## config.mk

```make
export PLATFORM = sky130hd
export DESIGN_NAME = cnn_top
export DESIGN_NICKNAME = d
export VERILOG_FILES = /design/src/cnn_host_pkg.sv /design/src/cnn_layer_pkg.sv /design/src/scratch_ram.sv /design/src/cmd_decode.sv /design/src/layer_execute.sv /design/src/reply_sender.sv /design/src/cnn_top.sv
export VERILOG_INCLUDE_DIRS = /design/src
export SDC_FILE = /design/constraint.sdc
export NUM_CORES = 2
export LEC_CHECK = 0
export ABC_CLOCK_PERIOD_IN_PS = 17700
export BUFFER_PORTS_ARGS = -buffer_cell sky130_fd_sc_hd__buf_2
export CORE_UTILIZATION = 40
export CTS_BUF_LIST = sky130_fd_sc_hd__clkbuf_4 sky130_fd_sc_hd__clkbuf_8 sky130_fd_sc_hd__clkbuf_16
export DETAILED_ROUTE_END_ITERATION = 8
export PLACE_DENSITY = 0.56
export RECOVER_POWER = 25
export SYNTH_ARGS = -nofsm -noshare
export SYNTH_HDL_FRONTEND = slang
export SYNTH_SLANG_ARGS = --single-unit
```

## constraint.sdc

```tcl
create_clock -name clk -period 17.7 [get_ports clk]
set_input_delay 4.425 -clock clk [delete_from_list [all_inputs] [get_ports clk]]
set_output_delay 4.425 -clock clk [all_outputs]
set_load 0.02 [all_outputs]
```

## src/cnn_config.svh

```systemverilog
`ifndef CNN_CONFIG_SVH
`define CNN_CONFIG_SVH

// datapath widths
`define CNN_DATA_W      8
`define CNN_ADDR_W      8

// layer geometry
`define CNN_PIC_DIM     10
`define CNN_KER_DIM     5

// scratch memory map
`define CNN_PIC_BASE    0
`define CNN_KER_BASE    100
`define CNN_BIAS_ADDR   125
`define CNN_CONV_BASE   128
`define CNN_POOL_BASE   228

// host opcode bytes, ascii W R C
`define CNN_OP_WRITE    8'h57
`define CNN_OP_READ     8'h52
`define CNN_OP_CONV     8'h43

`endif

```

## src/cnn_host_pkg.sv

```systemverilog
`include "cnn_config.svh"

package cnn_host_pkg;

    // opcode after decode of the first command byte
    typedef enum logic [1:0] {
        OP_WRITE = 2'd0,
        OP_READ  = 2'd1,
        OP_CONV  = 2'd2
    } host_op_t;

    // W and R: first byte start address, second byte length
    typedef struct packed {
        logic [`CNN_ADDR_W-1:0] addr;
        logic [`CNN_DATA_W-1:0] len;
    } xfer_args_t;

    // C: first byte flags, second byte unused
    typedef struct packed {
        logic [`CNN_DATA_W-1:0] flags;
        logic [`CNN_DATA_W-1:0] rsvd;
    } comp_args_t;

    typedef union packed {
        xfer_args_t xfer;
        comp_args_t comp;
    } cmd_args_u;

    typedef struct packed {
        logic      valid;
        host_op_t  op;
        cmd_args_u args;
    } host_cmd_t;

endpackage

```

## src/cnn_layer_pkg.sv

```systemverilog
`include "cnn_config.svh"

package cnn_layer_pkg;

    typedef logic [`CNN_DATA_W-1:0] data_t;
    typedef logic [`CNN_ADDR_W-1:0] addr_t;

    // one scratch memory write
    typedef struct packed {
        logic  valid;
        addr_t addr;
        data_t data;
    } mem_wr_t;

    // low bits of the C flags byte
    // bit 0 adds the bias, bit 1 runs the 2x2 max-pool
    typedef struct packed {
        logic max_pool;
        logic add_bias;
    } layer_flags_t;

endpackage

```

## src/scratch_ram.sv

```systemverilog
`include "cnn_config.svh"

module scratch_ram
    import cnn_layer_pkg::*;
(
    input  logic    clk,
    input  mem_wr_t wr,
    input  addr_t   rd_addr,
    output data_t   rd_data
);

    localparam int DEPTH = 1 << `CNN_ADDR_W;

    data_t mem [DEPTH];

    always_ff @(posedge clk) begin
        if (wr.valid) begin
            mem[wr.addr] <= wr.data;
        end
        rd_data <= mem[rd_addr];
    end

    // write address comes from the host decoder or the layer counters
    assert property (@(posedge clk) wr.valid |-> !$isunknown(wr.addr))
        else $error("scratch memory write with unknown address");

endmodule

```

## src/cmd_decode.sv

```systemverilog
`include "cnn_config.svh"

module cmd_decode
    import cnn_host_pkg::*;
    import cnn_layer_pkg::*;
(
    input  logic      clk,
    input  logic      reset,
    input  data_t     rx_data,
    input  logic      rx_rdy,
    output host_cmd_t cmd,
    output mem_wr_t   host_wr
);

    logic [1:0] hdr_cnt;
    logic       cmd_valid;
    host_op_t   op;
    host_op_t   op_dec;
    logic       op_ok;
    cmd_args_u  args;
    data_t      data_left;
    addr_t      wr_ptr;
    logic       wr_valid;
    addr_t      wr_addr;
    data_t      wr_data;

    assign cmd     = {cmd_valid, op, args};
    assign host_wr = {wr_valid, wr_addr, wr_data};

    always_comb begin
        op_ok  = 1'b1;
        op_dec = OP_WRITE;
        case (rx_data)
            `CNN_OP_WRITE: op_dec = OP_WRITE;
            `CNN_OP_READ:  op_dec = OP_READ;
            `CNN_OP_CONV:  op_dec = OP_CONV;
            default:       op_ok = 1'b0;
        endcase
    end

    always_ff @(posedge clk or posedge reset) begin
        if (reset) begin
            hdr_cnt   <= '0;
            data_left <= '0;
            cmd_valid <= 1'b0;
            wr_valid  <= 1'b0;
        end else begin
            cmd_valid <= 1'b0;
            wr_valid  <= 1'b0;
            if (rx_rdy) begin
                if (data_left != '0) begin
                    wr_valid  <= 1'b1;
                    data_left <= data_left - 1'b1;
                end else begin
                    case (hdr_cnt)
                        // stray bytes leave the counter at zero
                        2'd0: if (op_ok) hdr_cnt <= 2'd1;
                        2'd1: hdr_cnt <= 2'd2;
                        default: begin
                            hdr_cnt <= 2'd0;
                            if (op == OP_WRITE) begin
                                data_left <= rx_data;
                            end else begin
                                cmd_valid <= 1'b1;
                            end
                        end
                    endcase
                end
            end
        end
    end

    always_ff @(posedge clk) begin
        if (rx_rdy) begin
            if (data_left != '0) begin
                wr_addr <= wr_ptr;
                wr_data <= rx_data;
                wr_ptr  <= wr_ptr + 1'b1;
            end else if (hdr_cnt == 2'd0) begin
                op <= op_dec;
            end else if (hdr_cnt == 2'd1) begin
                args.xfer.addr <= rx_data;
            end else begin
                args.xfer.len <= rx_data;
                wr_ptr        <= args.xfer.addr;
            end
        end
    end

endmodule

```

## src/layer_execute.sv

```systemverilog
`include "cnn_config.svh"

module layer_execute
    import cnn_host_pkg::*;
    import cnn_layer_pkg::*;
(
    input  logic      clk,
    input  logic      reset,
    input  host_cmd_t cmd,
    input  mem_wr_t   host_wr,
    input  logic      reply_ready,
    output data_t     reply_byte,
    output logic      reply_valid,
    output logic      busy
);

    localparam int PIC      = `CNN_PIC_DIM;
    localparam int KER      = `CNN_KER_DIM;
    localparam int PAD      = KER / 2;
    localparam int POOL     = PIC / 2;
    localparam int BIAS_IDX = KER * KER;

    typedef enum logic [2:0] {
        S_IDLE, S_READ, S_KLOAD, S_CONV, S_BIAS, S_POOL
    } state_t;

    state_t            state;
    state_t            next_pass;
    layer_flags_t      flags;
    addr_t             rd_ptr;
    data_t             rd_left;
    logic              rd_ok;
    logic              fire;
    logic [3:0]        row;
    logic [3:0]        col;
    logic [3:0]        out_end;
    logic [2:0]        tap_r;
    logic [2:0]        tap_c;
    logic [2:0]        tap_end;
    logic [4:0]        tap_idx;
    logic              tap_last;
    logic              out_last;
    logic              tap_in;
    logic signed [5:0] pr;
    logic signed [5:0] pc;
    logic              wr_phase;
    logic              p_ok;
    logic              p_kern;
    logic [4:0]        p_idx;
    data_t             coef [BIAS_IDX+1];
    data_t             acc;
    data_t             acc_next;
    data_t             prod;
    data_t             rd_data;
    addr_t             rd_addr;
    addr_t             tap_addr;
    addr_t             out_addr;
    mem_wr_t           mem_wr;

    scratch_ram ram_i (
        .clk     (clk),
        .wr      (mem_wr),
        .rd_addr (rd_addr),
        .rd_data (rd_data)
    );

    assign reply_valid = (state == S_READ) && rd_ok && (rd_left != '0);
    assign reply_byte  = rd_data;
    assign fire        = reply_valid && reply_ready;
    assign busy        = (state != S_IDLE) || cmd.valid;

    // tap position relative to the output pixel, padding of two
    assign tap_idx = 5'(tap_r * KER + tap_c);
    assign pr      = 6'($signed({2'b00, row}) + $signed({3'b000, tap_r}) - PAD);
    assign pc      = 6'($signed({2'b00, col}) + $signed({3'b000, tap_c}) - PAD);
    assign tap_in  = (pr >= 0) && (pr < PIC) && (pc >= 0) && (pc < PIC);
    assign prod    = rd_data * coef[p_idx];

    always_comb begin
        tap_end  = (state == S_POOL) ? 3'd1 : 3'(KER - 1);
        out_end  = (state == S_POOL) ? 4'(POOL - 1) : 4'(PIC - 1);
        out_last = (row == out_end) && (col == out_end);
        tap_last = (tap_r == tap_end) && (tap_c == tap_end);
        out_addr = addr_t'(`CNN_CONV_BASE + row * PIC + col);
        tap_addr = out_addr;
        case (state)
            S_KLOAD: begin
                // kernel then bias byte, 26 reads
                tap_last = (tap_idx == 5'(BIAS_IDX));
                tap_addr = tap_last ? addr_t'(`CNN_BIAS_ADDR)
                                    : addr_t'(`CNN_KER_BASE + tap_idx);
            end
            S_CONV: tap_addr = addr_t'(`CNN_PIC_BASE + pr * PIC + pc);
            S_BIAS: tap_last = 1'b1;
            S_POOL: begin
                tap_addr = addr_t'(`CNN_CONV_BASE + (2 * row + tap_r) * PIC + 2 * col + tap_c);
                out_addr = addr_t'(`CNN_POOL_BASE + row * POOL + col);
            end
            default: ;
        endcase
    end

    always_comb begin
        acc_next = acc;
        if (p_ok) begin
            case (state)
                S_CONV:  acc_next = acc + prod;
                S_BIAS:  acc_next = rd_data + coef[BIAS_IDX];
                S_POOL:  acc_next = (rd_data > acc) ? rd_data : acc;
                default: ;
            endcase
        end
    end

    always_comb begin
        next_pass = S_IDLE;
        if (state == S_CONV && flags.add_bias) begin
            next_pass = S_BIAS;
        end else if (state != S_POOL && flags.max_pool) begin
            next_pass = S_POOL;
        end
    end

    // read-out keeps rd_data on the current byte, one ahead after a handover
    always_comb begin
        if (state == S_READ) begin
            rd_addr = fire ? rd_ptr + 1'b1 : rd_ptr;
        end else begin
            rd_addr = tap_addr;
        end
        if (state == S_IDLE) begin
            mem_wr = host_wr;
        end else begin
            mem_wr = {wr_phase, out_addr, acc_next};
        end
    end

    always_ff @(posedge clk or posedge reset) begin
        if (reset) begin
            state    <= S_IDLE;
            flags    <= '0;
            rd_ptr   <= '0;
            rd_left  <= '0;
            rd_ok    <= 1'b0;
            row      <= '0;
            col      <= '0;
            tap_r    <= '0;
            tap_c    <= '0;
            wr_phase <= 1'b0;
            acc      <= '0;
            p_ok     <= 1'b0;
            p_kern   <= 1'b0;
            p_idx    <= '0;
        end else begin
            p_ok   <= 1'b0;
            p_kern <= 1'b0;
            p_idx  <= tap_idx;
            case (state)
                S_IDLE: begin
                    if (cmd.valid && cmd.op == OP_READ) begin
                        rd_ptr  <= cmd.args.xfer.addr;
                        rd_left <= cmd.args.xfer.len;
                        rd_ok   <= 1'b0;
                        state   <= S_READ;
                    end else if (cmd.valid && cmd.op == OP_CONV) begin
                        flags    <= layer_flags_t'(cmd.args.comp.flags[1:0]);
                        row      <= '0;
                        col      <= '0;
                        tap_r    <= '0;
                        tap_c    <= '0;
                        wr_phase <= 1'b0;
                        acc      <= '0;
                        state    <= S_KLOAD;
                    end
                end
                S_READ: begin
                    rd_ok <= 1'b1;
                    if (fire) begin
                        rd_ptr  <= rd_ptr + 1'b1;
                        rd_left <= rd_left - 1'b1;
                    end
                    if (rd_left == '0 || (fire && rd_left == 8'd1)) begin
                        state <= S_IDLE;
                    end
                end
                default: begin
                    acc <= acc_next;
                    if (wr_phase) begin
                        acc      <= '0;
                        wr_phase <= 1'b0;
                        if (out_last) begin
                            row   <= '0;
                            col   <= '0;
                            state <= next_pass;
                        end else if (col == out_end) begin
                            col <= '0;
                            row <= row + 1'b1;
                        end else begin
                            col <= col + 1'b1;
                        end
                    end else begin
                        p_kern <= (state == S_KLOAD);
                        p_ok   <= (state == S_BIAS) || (state == S_POOL) ||
                                  (state == S_CONV && tap_in);
                        if (tap_last) begin
                            tap_r <= '0;
                            tap_c <= '0;
                            if (state == S_KLOAD) begin
                                state <= S_CONV;
                            end else begin
                                wr_phase <= 1'b1;
                            end
                        end else if (tap_c == tap_end) begin
                            tap_c <= '0;
                            tap_r <= tap_r + 1'b1;
                        end else begin
                            tap_c <= tap_c + 1'b1;
                        end
                    end
                end
            endcase
        end
    end

    // kernel and bias capture
    always_ff @(posedge clk) begin
        if (p_kern) begin
            coef[p_idx] <= rd_data;
        end
    end

    // host waits for busy low before the next R or C
    assert property (@(posedge clk) disable iff (reset) cmd.valid |-> state == S_IDLE)
        else $error("command arrived while the layer engine was busy");

endmodule

```

## src/reply_sender.sv

```systemverilog
module reply_sender
    import cnn_layer_pkg::*;
(
    input  logic  clk,
    input  logic  reset,
    input  data_t reply_byte,
    input  logic  reply_valid,
    output logic  reply_ready,
    output data_t tx_data,
    output logic  tx_en,
    input  logic  tx_busy
);

    typedef enum logic [1:0] {S_EMPTY, S_HOLD, S_PULSE, S_SETTLE} state_t;

    state_t state;
    data_t  hold;

    assign reply_ready = (state == S_EMPTY);
    assign tx_en       = (state == S_PULSE);
    assign tx_data     = hold;

    always_ff @(posedge clk or posedge reset) begin
        if (reset) begin
            state <= S_EMPTY;
        end else begin
            case (state)
                S_EMPTY: if (reply_valid) state <= S_HOLD;
                S_HOLD:  if (!tx_busy) state <= S_PULSE;
                S_PULSE: state <= S_SETTLE;
                // line gets a cycle to raise tx_busy
                default: state <= S_EMPTY;
            endcase
        end
    end

    always_ff @(posedge clk) begin
        if (reply_valid && reply_ready) begin
            hold <= reply_byte;
        end
    end

    assert property (@(posedge clk) disable iff (reset) tx_en |-> !tx_busy)
        else $error("tx_en raised while the line was busy");

endmodule

```

## src/cnn_top.sv

```systemverilog
module cnn_top
    import cnn_host_pkg::*;
    import cnn_layer_pkg::*;
(
    input  logic  clk,
    input  logic  reset,
    input  data_t rx_data,
    input  logic  rx_rdy,
    output data_t tx_data,
    output logic  tx_en,
    input  logic  tx_busy,
    output logic  busy
);

    host_cmd_t cmd;
    mem_wr_t   host_wr;
    data_t     reply_byte;
    logic      reply_valid;
    logic      reply_ready;

    cmd_decode decode_i (
        .clk     (clk),
        .reset   (reset),
        .rx_data (rx_data),
        .rx_rdy  (rx_rdy),
        .cmd     (cmd),
        .host_wr (host_wr)
    );

    layer_execute exec_i (
        .clk         (clk),
        .reset       (reset),
        .cmd         (cmd),
        .host_wr     (host_wr),
        .reply_ready (reply_ready),
        .reply_byte  (reply_byte),
        .reply_valid (reply_valid),
        .busy        (busy)
    );

    reply_sender sender_i (
        .clk         (clk),
        .reset       (reset),
        .reply_byte  (reply_byte),
        .reply_valid (reply_valid),
        .reply_ready (reply_ready),
        .tx_data     (tx_data),
        .tx_en       (tx_en),
        .tx_busy     (tx_busy)
    );

endmodule

```

==> impl_metrics.py <==
metrics = {
    "status": {
        "outcome": "finished with violations",
        "violations": "design-rule violations, max-capacitance violations, max-slew violations",
    },
    "timing": {
        "drv_slew": 666,
        "setup_tns_ps": 0,
        "clock-skew-final_ps": 80.5,
        "hold_viol_final": 0,
        "rsz0062_at_grt": "false",
        "worstMarginPinSlew_ps": 4160,
        "finalCriticalPeriod_ps": 11530,
        "timing.final.crit_share_pct": 65.2,
        "fmax_mhz": 86.7,
        "slew_headroom_pct": -178,
        "setup_viol": 0,
    },
    "worst_setup_path": {
        "path_class": "reg -> reg",
        "setup.worst_path.start_class": "flip-flop",
        "max_stage_delay_ps": 2620,
        "crit_arrival_ps": 12090,
        "crit_chain": "clkbuf_1, mux4_2, mux4_2, inv_1, o21ai_0, nand2_1, fa_1, inv_1, fa_1, ha_1, inv_1, fa_1, inv_1, ha_1, a21o_1, a21oi_1, xnor2_1, a221oi_1, a21oi_1, o21ai_0, o21ai_4, buf_4, buf_4, buf_4",
        "crit_path_top_delay_cell": "clkbuf_1",
        "crit_top_cell": "inv_1",
        "end_kind": "flip-flop",
        "worstPathMaxFanout": 101,
        "required_ps": 18250,
    },
    "floorplanning": {
        "die-area_mm2": 0.254,
        "coreArea_mm2": 0.250,
        "fp.dieH_um": 504,
        "placement_rows": 183,
        "die-width_um": 504,
        "start_util_pct": 40.4,
        "io_pins": 22,
    },
    "grt": {
        "grt_pass1_wl_um": 429000,
        "grtUsageTotal_pct": 22.8,
        "use_met2_pct": 35.1,
        "grtUsageMet1_pct": 32.3,
        "grt_antenna_before_repair": 13,
        "busiest_layer": "met2",
        "grt_pass1_vias": 61300,
        "grt_max_degree": 202,
        "globalRouteOverflowTotal": 0,
        "global_route.usage.met3_pct": 4.01,
    },
    "placed_design": {
        "gpl.final_weighted_congestion": 0.845,
        "numPortBuffers": 21,
        "dp_hpwl_um": 172000,
    },
    "clocking": {
        "hold_buffers": 0,
        "post-cts-setup-buffer-count": 0,
        "numCtsBuffers": 274,
        "cts_buffer_depth": 4,
        "cts_tree": "built",
        "h-tree-depth": 5,
        "cts-resized-gates": 0,
        "cts_root_buf": "clkbuf_16",
        "clk_pin_slew_ps": 60,
        "worstSkewPairLatency_ps": 960,
        "numClockSinks": 2380,
    },
    "yosys": {
        "syn_nets": 7866,
        "synth.area.top_cells": "edfxtp_1 (69%), nand2_1 (6.7%), nand3_1 (3.5%), dfrtp_1 (1.6%), nor2_1 (1.5%)",
        "avgSynthCellArea_um2": 13.1,
        "synth_edf_count": 2306,
        "synth_seq_cells": 2380,
        "ys_types": 100,
        "synth_area_mm2": 0.101,
        "syn-instance-count": 7698,
        "yosysTopAreaCellShare_pct": 68.7,
        "ys.warnings.count": 0,
        "synth_top_area_cell": "edfxtp_1",
        "yosys_most_used_dff": "edfxtp_1",
        "yosysSeqAreaShare_pct": 70.5,
        "synthArstFlopShare_pct": 2.77,
    },
    "final_layout": {
        "num-nets-final": 7805,
        "synthToLayoutAreaGrowth_pct": 11.4,
        "nFillCells": 22300,
        "drive_above_1_share_pct": 8.57,
    },
    "routing": {
        "routed_wl_um": 296000,
        "antenna_left": 0,
        "viasPerCell": 5.79,
        "wl_per_cell_um": 26.5,
        "drtIter0Drc": 7605,
        "drc": 2,
        "num_vias": 64600,
        "drt_first_pass_iters": 8,
    },
    "hold_path": {
        "holdCritPathClass": "reg -> reg",
    },
    "run": {
        "drv_cap": 16,
    },
}
-- synthesized netlist by cell type (32+ instances only) --
library cell	count
xnor2_1	42
nand2_1	1798
fa_1	34
a32oi_1	99
a311oi_1	48
a32o_1	32
a221oi_1	78
mux4_2	44
mux2i_1	115
a211oi_1	42
nand3_1	701
nor3_1	54
buf_2	221
inv_1	102
nor2_1	415
a31oi_1	63
buf_4	42
and3_1	69
clkbuf_1	194
a22oi_1	133
o21ai_0	104
edfxtp_1	2306
dfrtp_1	66
a21oi_1	290
ha_1	122
-- placed cells by master (no fill, tap or decap), drive strengths merged, types with 11 or more instances in the layout --
cell type and n:
dfrtp 66, mux4 44, mux2i 115, and2 16
ha 122, a21o 20, edfxtp 2306, nand3 702
clkbuf 393, or2 11, a22oi 134, mux2 29
a31oi 63, o32ai 16, o21ai 110, nand4 30
or3 12, a21oi 290, nand2b 15, nor3 57
o22ai 19, fa 34, o211ai 15, a32oi 99
nand2 1798, a2111oi 12, nor2b 25, xnor2 42
a221oi 79, nor2 417, a311oi 48, o21a 12
and3 69, clkinv 86, inv 106, nor4 21
a32o 32, xor2 17, buf 121, a211oi 43
-- metrics by stage --
stage / setup WS [ps] / hold slack (ps) / cell area (um2) / util (%) / instances
2_1_floorplan: 861 / 443 / 101000 / - / 7698
3_3_place_gp: 8740 / 460 / 104000 / 41.7 / 10700
3_5_place_dp: 8690 / 460 / 104000 / 41.7 / 10700
4_1_cts: 8620 / 482 / 112000 / 45.0 / 11100
5_1_grt: 5300 / 502 / 112000 / 45.0 / 11100
6_report: 6170 / 480 / 112000 / 45.0 / 11100
-- cell type report --
class                      count  area (um2)  area share (%)
sequential                  2380       71100            63.3
multi-input combinational   4714       27000            24.1
clock buffer                 351        7640            6.81
tap                         3330        4170            3.71
timing repair buffer         163        1220            1.09
clock inverter               103         751           0.669
inverter                     104         390           0.348
antenna                        4        10.0         0.00892
-- metal layers --
layer	share of wire (%)	wire (um)
met1	42	126000
met2	46	136000
met3	8.1	24100
met4	3.5	10400
met5	0.011	32
-- state kept, by name, indices dropped and copies added, names as in the netlist, 2 cells and up --
signal and cells:
exec_i.rd_left 8, exec_i.coef 208, sender_i.tx_data 8, exec_i.col 4, decode_i.hdr_cnt 2, decode_i.wr_addr 8
exec_i.acc 8, exec_i.p_idx 5, exec_i.tap_c 3, exec_i.state 3, decode_i.wr_data 8, sender_i.state 2
decode_i.data_left 8, exec_i.ram_i.rd_data 8, exec_i.ram_i.mem 2048, decode_i.wr_ptr 8, decode_i.args 16, exec_i.row 4
decode_i.op 2, exec_i.tap_r 3, exec_i.flags 2, exec_i.rd_ptr 8
-- kinds of logic (layout without fill, tap and decap cells) --
family / Yosys count / in the layout / share of synthesized area, %
mux: 188 / 188 / 2.45
compound gates: 1104 / 1104 / 7.75
other cells: 0 / 4 / 0
flops: 2380 / 2380 / 70.5
buf+inv: 604 / 721 / 2.88
xor+xnor: 62 / 62 / 0.580
fa+ha+maj: 156 / 156 / 2.19
simple gates: 3204 / 3204 / 13.6
-- path summary, 6_finish.rpt --
| check | end | slack, ps | cells after the start | start |
|---|---|---|---|---|
| worst max-delay path | exec_i.ram_i.mem[220][6]$_DFFE_PP_ | 6170 | 24 | exec_i.p_idx[0]$_DFF_PP0_ |
| worst min-delay path | exec_i.rd_left[0]$_DFFE_PP0P_ | 480 | 2 | decode_i.args[0]$_DFFE_PP_ |
| worst max register to register | exec_i.ram_i.mem[220][6]$_DFFE_PP_ | 6170 | 24 | exec_i.p_idx[0]$_DFF_PP0_ |
| worst min register to register | exec_i.rd_left[0]$_DFFE_PP0P_ | 480 | 2 | decode_i.args[0]$_DFFE_PP_ |
| max in group asynchronous | exec_i.p_idx[0]$_DFF_PP0_ | 9860 | 3 | reset |
| min in group asynchronous | decode_i.hdr_cnt[0]$_DFFE_PP0P_ | 5150 | 3 | reset |
-- critical path, delay by kind of cell, from the launching register on --
kind | cells | cell delay [ps]
simple gates | 1 | 190
buf+inv | 8 | 5180
flops | 1 | 330
mux | 2 | 880
compound gates | 7 | 2070
xor+xnor | 1 | 140
fa+ha+maj | 5 | 2110
Power is left out: the tool's default activity adds up to more than one toggle a clock period on the data nets, which glitch-free logic cannot reach.
